**src/verilog/neuralNet_cfg.svh**
```systemverilog
`ifndef NEURALNET_CFG_SVH
`define NEURALNET_CFG_SVH

// Network shape.
`define NN_NUM_INPUTS 15
`define NN_NUM_HIDDEN 4
`define NN_NUM_CLASSES 3

// Fixed-point word sizes.
`define NN_ACC_WIDTH 24
`define NN_ACT_WIDTH 8

// Sums above this saturate the activation.
`define NN_SAT_LIMIT 4096

// Low sum bits dropped to form the activation.
`define NN_FRAC_SHIFT 5

`endif

```
**src/verilog/neuralNetPkg.sv**
```systemverilog
`include "neuralNet_cfg.svh"

package neuralNetPkg;

	typedef logic [`NN_ACT_WIDTH-1:0] activation_t;
	typedef logic signed [`NN_ACC_WIDTH-1:0] accum_t;
	typedef logic [$clog2(`NN_NUM_CLASSES)-1:0] classIndex_t;

	// Row per neuron, column per input.
	typedef accum_t [0:`NN_NUM_HIDDEN-1][0:`NN_NUM_INPUTS-1] hiddenWeights_t;
	typedef accum_t [0:`NN_NUM_HIDDEN-1] hiddenBias_t;
	typedef accum_t [0:`NN_NUM_CLASSES-1][0:`NN_NUM_HIDDEN-1] outputWeights_t;
	typedef accum_t [0:`NN_NUM_CLASSES-1] outputBias_t;

	// Hidden layer.
	localparam hiddenWeights_t hiddenWeights = '{
		'{ 31,  -3,  -4,  -5,  11,  15,  10,   9,   7,  -5, -20, -21,  -4, -20,  -8},
		'{ 12,   8,  -6,  14,   9,  -2,   5,  17, -11,   6,   3,  -9,  10,   4,  -7},
		'{ -6,  19,   7, -13,   2,   8, -15,   4,  11,  -3,   9,   6, -10,  13,  -5},
		'{  5,  -9,  13,   3, -12,   7,   2,  -4,  -8,  16,   1,  -6,   9,  -3,  -4}
	};

	localparam hiddenBias_t hiddenBias = '{
		3,
		-40,
		25,
		12
	};

	// Output layer.
	localparam outputWeights_t outputWeights = '{
		'{  6,  -2,   4,   3},
		'{ -3,   5,   2,  -1},
		'{  2,   3,  -4,   7}
	};

	localparam outputBias_t outputBias = '{
		10,
		-5,
		30
	};

endpackage

```
**src/verilog/neuron.sv**
```systemverilog
`timescale 1ns/1ps
`include "neuralNet_cfg.svh"

module neuron #(
	parameter int NUM_INPUTS = `NN_NUM_INPUTS,
	parameter neuralNetPkg::accum_t [0:NUM_INPUTS-1] WEIGHTS = '0,
	parameter neuralNetPkg::accum_t BIAS = '0
) (
	input  logic clk,
	input  logic reset,
	input  neuralNetPkg::activation_t [NUM_INPUTS-1:0] inputs,
	output neuralNetPkg::activation_t result
);
	import neuralNetPkg::*;

	localparam accum_t satLimit = accum_t'(`NN_SAT_LIMIT);
	localparam int signBit = `NN_ACC_WIDTH - 1;

	activation_t [NUM_INPUTS-1:0] inputReg;
	accum_t [NUM_INPUTS-1:0] products;
	accum_t productSum;
	accum_t sumReg;
	activation_t activation;

	// Stage 1: capture the input vector.
	always_ff @(posedge clk)
	begin
		inputReg <= inputs;
	end

	// Features are zero-extended, products wrap at the accumulator width.
	always_comb
	begin
		for (int i = 0; i < NUM_INPUTS; i++)
		begin
			products[i] = accum_t'(inputReg[i]) * WEIGHTS[i];
		end
	end

	always_comb
	begin
		productSum = BIAS;
		for (int i = 0; i < NUM_INPUTS; i++)
		begin
			productSum = productSum + products[i];
		end
	end

	// Stage 2: sum plus bias.
	always_ff @(posedge clk)
	begin
		sumReg <= productSum;
	end

	// Rectify, saturate, or take the middle bits.
	always_comb
	begin
		if (sumReg[signBit])
		begin
			activation = '0;
		end
		else if (sumReg > satLimit)
		begin
			activation = '1;
		end
		else
		begin
			activation = sumReg[`NN_FRAC_SHIFT +: `NN_ACT_WIDTH];
		end
	end

	// Stage 3.
	always_ff @(posedge clk)
	begin
		if (reset)
		begin
			result <= '0;
		end
		else
		begin
			result <= activation;
		end
	end

endmodule

```
**src/verilog/denseLayer.sv**
```systemverilog
`timescale 1ns/1ps
`include "neuralNet_cfg.svh"

module denseLayer #(
	parameter int NUM_INPUTS = `NN_NUM_INPUTS,
	parameter int NUM_NEURONS = `NN_NUM_HIDDEN,
	parameter neuralNetPkg::accum_t [0:NUM_NEURONS-1][0:NUM_INPUTS-1] WEIGHTS = '0,
	parameter neuralNetPkg::accum_t [0:NUM_NEURONS-1] BIASES = '0
) (
	input  logic clk,
	input  logic reset,
	input  logic inValid,
	input  neuralNetPkg::activation_t [NUM_INPUTS-1:0] inputs,
	output logic outValid,
	output neuralNetPkg::activation_t [NUM_NEURONS-1:0] outputs
);

	// Matches the neuron pipeline depth.
	localparam int latency = 3;

	logic [latency-1:0] validPipe;

	// All neurons see the same vector and move in lockstep.
	genvar n;
	generate
		for (n = 0; n < NUM_NEURONS; n++)
		begin : neuronRow
			neuron #(
				.NUM_INPUTS(NUM_INPUTS),
				.WEIGHTS(WEIGHTS[n]),
				.BIAS(BIASES[n])
			) neuron_inst (
				.clk(clk),
				.reset(reset),
				.inputs(inputs),
				.result(outputs[n])
			);
		end
	endgenerate

	always_ff @(posedge clk)
	begin
		if (reset)
		begin
			validPipe <= '0;
		end
		else
		begin
			validPipe <= {validPipe[latency-2:0], inValid};
		end
	end

	assign outValid = validPipe[latency-1];

endmodule

```
**src/verilog/argmaxSelect.sv**
```systemverilog
`timescale 1ns/1ps
`include "neuralNet_cfg.svh"

module argmaxSelect #(
	parameter int NUM_SCORES = `NN_NUM_CLASSES
) (
	input  logic clk,
	input  logic reset,
	input  logic inValid,
	input  neuralNetPkg::activation_t [NUM_SCORES-1:0] scores,
	output logic outValid,
	output neuralNetPkg::classIndex_t bestIndex,
	output neuralNetPkg::activation_t [NUM_SCORES-1:0] bestScores
);
	import neuralNetPkg::*;

	classIndex_t scanIndex;
	activation_t scanScore;

	// Strictly greater wins, so ties stay with the lower index.
	always_comb
	begin
		scanIndex = '0;
		scanScore = scores[0];
		for (int i = 1; i < NUM_SCORES; i++)
		begin
			if (scores[i] > scanScore)
			begin
				scanIndex = classIndex_t'(i);
				scanScore = scores[i];
			end
		end
	end

	always_ff @(posedge clk)
	begin
		if (reset)
		begin
			outValid <= 1'b0;
		end
		else
		begin
			outValid <= inValid;
		end
	end

	// Result holds until the next vector.
	always_ff @(posedge clk)
	begin
		if (reset)
		begin
			bestIndex <= '0;
			bestScores <= '0;
		end
		else if (inValid)
		begin
			bestIndex <= scanIndex;
			bestScores <= scores;
		end
	end

endmodule

```
**src/verilog/digitClassifier.sv**
```systemverilog
`timescale 1ns/1ps
`include "neuralNet_cfg.svh"

module digitClassifier (
	input  logic clk,
	input  logic reset,
	input  logic inValid,
	input  neuralNetPkg::activation_t [`NN_NUM_INPUTS-1:0] features,
	output logic outValid,
	output neuralNetPkg::classIndex_t classIndex,
	output neuralNetPkg::activation_t [`NN_NUM_CLASSES-1:0] classScores
);
	import neuralNetPkg::*;

	logic hiddenValid;
	activation_t [`NN_NUM_HIDDEN-1:0] hiddenActs;

	logic scoreValid;
	activation_t [`NN_NUM_CLASSES-1:0] scores;

	// Features to hidden activations, 3 cycles.
	denseLayer #(
		.NUM_INPUTS(`NN_NUM_INPUTS),
		.NUM_NEURONS(`NN_NUM_HIDDEN),
		.WEIGHTS(hiddenWeights),
		.BIASES(hiddenBias)
	) hiddenLayer (
		.clk(clk),
		.reset(reset),
		.inValid(inValid),
		.inputs(features),
		.outValid(hiddenValid),
		.outputs(hiddenActs)
	);

	// Hidden activations to class scores, 3 cycles.
	denseLayer #(
		.NUM_INPUTS(`NN_NUM_HIDDEN),
		.NUM_NEURONS(`NN_NUM_CLASSES),
		.WEIGHTS(outputWeights),
		.BIASES(outputBias)
	) outputLayer (
		.clk(clk),
		.reset(reset),
		.inValid(hiddenValid),
		.inputs(hiddenActs),
		.outValid(scoreValid),
		.outputs(scores)
	);

	// Final cycle picks the winner.
	argmaxSelect #(
		.NUM_SCORES(`NN_NUM_CLASSES)
	) argmaxSelect_inst (
		.clk(clk),
		.reset(reset),
		.inValid(scoreValid),
		.scores(scores),
		.outValid(outValid),
		.bestIndex(classIndex),
		.bestScores(classScores)
	);

endmodule

```
**config.mk**
```make
export PLATFORM = sky130hd
export DESIGN_NAME = digitClassifier
export DESIGN_NICKNAME = d
export VERILOG_FILES = /design/src/verilog/neuralNetPkg.sv /design/src/verilog/neuron.sv /design/src/verilog/denseLayer.sv /design/src/verilog/argmaxSelect.sv /design/src/verilog/digitClassifier.sv
export VERILOG_INCLUDE_DIRS = /design/src /design/src/verilog
export SDC_FILE = /design/constraint.sdc
export NUM_CORES = 2
export LEC_CHECK = 0
export ABC_AREA = 1
export ABC_CLOCK_PERIOD_IN_PS = 8330
export BUFFER_PORTS_ARGS = -buffer_cell sky130_fd_sc_hd__buf_2
export CORE_MARGIN = 10
export CORE_UTILIZATION = 30
export DETAILED_ROUTE_END_ITERATION = 10
export GPL_TIMING_DRIVEN = 0
export PLACE_DENSITY = 0.55
export SYNTH_ARGS = -nofsm -noshare
export SYNTH_HDL_FRONTEND = slang
export SYNTH_SLANG_ARGS = --single-unit
export TNS_END_PERCENT = 20
```
**constraint.sdc**
```tcl
create_clock -name clk -period 8.33 [get_ports clk]
set_input_delay 0 -clock clk [delete_from_list [all_inputs] [get_ports clk]]
set_output_delay 0 -clock clk [all_outputs]
set_load 0.03 [all_outputs]
```
==> reports/results.tsv <==
stage	metric	value	unit
timing	slew_viol_final	0	
die	dieHeight	465.1	um
clock_tree	numCtsBuffers	51	
synthesis	synth_cells	6524	
clock_tree	cts_max_level	2	
timing	hold_viol_final	0	
final_layout	drive_above_1_share	0.08329	
timing	finalSetupTns	-237.8	ps
worst_hold_path	min_path_type	input pin to flop	
setup_path	critical-path-top-delay-family	adder cells	
drt	drc	0	
drt	ant_nets	0	
setup_path	path_buf_inv	10	
global_route	antenna_found_initial	7	
synthesis	async_flop_share	0	
die	start_util	0.3013	
synthesis	ys_seq_area_frac	0.1368	
setup_path	worstPathRequired	8920	ps
setup_path	startpoint_type	flop	
timing	max_slew_margin	0.2135	
final_layout	stdcell_count	9727	
synthesis	synth_edf_count	0	
setup_path	cpPeakStageDelay	600	ps
synthesis	synth_ff_type	dfxtp_1	
flow_run	cap_viol_max_count	0	
global_route	grt_max_degree	17	
die	dieWidth	465.1	um
drt	vias_per_cell	4.576	
die	dieArea	216300	um2
placement	numPortBuffers	149	
timing	max_freq	118.7	MHz
die	core-area	197200	um2
synthesis	postSynthAreaPerCell	9.108	um2
die	ioPinCount	150	
clock_tree	clock-sinks	406	
synthesis	synth_fp_nets	8650	
clock_tree	cts_tree	built	
global_route	grt_use_total	0.1931	
synthesis	synth_warnings	0	
clock_tree	cts.clk_slew.worst_paths	60	ps
synthesis	yosysMostFrequentCell	inv_1	
global_route	grt_pass1_vias	46330	
placement	placed_area	63490	um2
timing	period_share	1.011	
status	violations	negative setup slack	
timing	min_period	8422	ps
timing	rsz0062_at_grt	true	
drt	wl_per_cell	21.66	um
setup_path	worstPathMaxFanout	4	
status	status	finished, violations left	
placement	hpwl	185400	um
drt	vias	44510	
final_layout	syn2layout_area_growth	16.45	%
final_layout	final_cell_area	69200	um2
die	num_rows	163	
placement	dp_cells	9315	
synthesis	synthTopCellsByCount	inv_1, ha_1, fa_1, nand2_1, dfxtp_1	
clock_tree	max-clock-path-buffers	3	
timing	clock_skew	54.00	ps
setup_path	worstPathArrival	9010	ps
setup_path	cp_common_cell	fa_1	
synthesis	synth_seq_cells	406	
synthesis	yosys.area.top_type	fa_1	
global_route	grt_pass1_wl	306900	um
drt	routed_wl	210700	um
setup_path	critPathKind	flop to flop	
timing	fin_ws	-92.14	ps
timing	worst_pin_slew	1178	ps
synthesis	synth.distinct_cells	47	
setup_path	slowest_stage	fa_2	
final_layout	fillers	20230	
timing	setup_violations	5	
setup_path	cp-end-kind	flop	
final_layout	fin_util	0.3509	
placement	place_congestion	1.049	
synthesis	synth.cell_area	59420	um2
synthesis	synth_top_cell_area_share	0.3278	
synthesis	synth.area.top_cells	fa_1, ha_1, dfxtp_1	
final_layout	layout.nets	9167	
global_route	grt.overflow.total	0	
drt	drtIter0Drc	3514	
clock_tree	root_buffer	clkbuf_16	
clock_tree	clock_latency	700	ps
drt	dr.pass1.iters	5	
cell usage in the layout, fill, tap and decap left out, types with 10 or more instances in the layout:
master | Yosys | layout
ha_2 | 0 | 12
nand4_1 | 82 | 82
a21o_1 | 16 | 16
clkinvlp_4 | 0 | 20
buf_2 | 2 | 151
nor3_1 | 37 | 35
o21ai_1 | 10 | 12
ha_1 | 1030 | 994
o211ai_1 | 10 | 10
fa_2 | 0 | 16
a21oi_1 | 382 | 366
or2_2 | 10 | 10
o21ai_0 | 157 | 146
fa_1 | 973 | 957
clkinv_2 | 0 | 11
xnor2_1 | 97 | 93
nand2_2 | 4 | 11
a21oi_2 | 1 | 14
nor4_1 | 25 | 25
nand2_1 | 665 | 656
o21bai_1 | 11 | 11
dfxtp_2 | 0 | 32
clkbuf_16 | 0 | 51
buf_4 | 0 | 82
o21ai_2 | 4 | 12
inv_1 | 1815 | 1786
nor2_1 | 256 | 248
ha_4 | 0 | 24
nand3_1 | 199 | 191
dfxtp_1 | 406 | 328
dlygate4sd3_1 | 0 | 232
inv_2 | 3 | 17
xor2_1 | 254 | 245
nor2_2 | 3 | 10
dfxtp_4 | 0 | 46
clkbuf_1 | 12 | 19
nand3_2 | 4 | 11
sequential cells by signal (all words and copies together) (netlist names):
register and count:
argmaxSelect_inst.bestIndex 2, argmaxSelect_inst.bestScores 24, argmaxSelect_inst.outValid 1, hiddenLayer.neuronRow.neuron_inst.inputReg 120, hiddenLayer.neuronRow.neuron_inst.result 32, hiddenLayer.neuronRow.neuron_inst.sumReg 96
hiddenLayer.validPipe 3, outputLayer.neuronRow.neuron_inst.inputReg 32, outputLayer.neuronRow.neuron_inst.result 24, outputLayer.neuronRow.neuron_inst.sumReg 69, outputLayer.validPipe 3
metal layers:
metal / track usage / vias to the layer above / share of wire
met5: 0 / - / 0.000076
met4: 0.1027 / 2 / 0.067
met3: 0.03153 / 335 / 0.066
met2: 0.3151 / 1371 / 0.45
met1: 0.2446 / 21810 / 0.42
li1: - / 20990 / -
metrics by stage:
| stage | setup slack, ps | hold WS [ps] |
|---|---|---|
| after floorplan | 20.19 | 27.72 |
| after global placement | -2049 | 102.4 |
| after detailed placement | -2007 | 103.6 |
| after CTS | -89.60 | 2.697 |
| after global routing | -309.9 | 19.99 |
| final | -92.14 | 38.04 |
final cells by class:
| type | instances | area, um2 | share of cell area |
|---|---|---|---|
| flip-flops and latches | 406 | 8341 | 0.1205 |
| multi-input cells | 4284 | 45190 | 0.6531 |
| diodes | 3 | 7.507 | 0.0001085 |
| inverters | 1820 | 6887 | 0.09952 |
| plain buffers | 14 | 56.30 | 0.0008137 |
| clock buffers | 64 | 1375 | 0.01987 |
| clock inverters | 32 | 340.3 | 0.004918 |
| well taps | 2640 | 3303 | 0.04774 |
| repair buffers | 464 | 3695 | 0.05340 |
timing repair:
item,in CTS,in global routing
resized for setup,201,107
hold buffers,232,0
setup endpoints to repair,65,55
endpoints found under the hold margin,149,0
pin swaps,56,9
setup buffers,34,47
cell families after synthesis:
group,after synthesis,share of synthesized area
AO/OA/AOI/OAI,625,0.05612
flip-flops,406,0.1368
adder cells (fa/ha/maj),2003,0.5447
buffers and inverters,1834,0.1159
AND/OR/NAND/NOR,1305,0.09478
XOR/XNOR,351,0.05174
worst paths after layout:
check,startpoint,slack [ps],depth (start not counted),end
min reg2reg,hiddenLayer.neuronRow[1].neuron_inst.result[3]$_SDFF_PP0_,290,0,outputLayer.neuronRow[0].neuron_inst.inputReg[11]$_DFF_P_
max,hiddenLayer.neuronRow[1].neuron_inst.inputReg[0]$_DFF_P_,-90,33,hiddenLayer.neuronRow[0].neuron_inst.sumReg[20]$_DFF_P_
min,features[32],40,2,hiddenLayer.neuronRow[0].neuron_inst.inputReg[32]$_DFF_P_
max reg2reg,hiddenLayer.neuronRow[1].neuron_inst.inputReg[0]$_DFF_P_,-90,33,hiddenLayer.neuronRow[0].neuron_inst.sumReg[20]$_DFF_P_
Power is not shown: default switching activity piles up to over one toggle a cycle in this logic, so the estimate is an artifact.
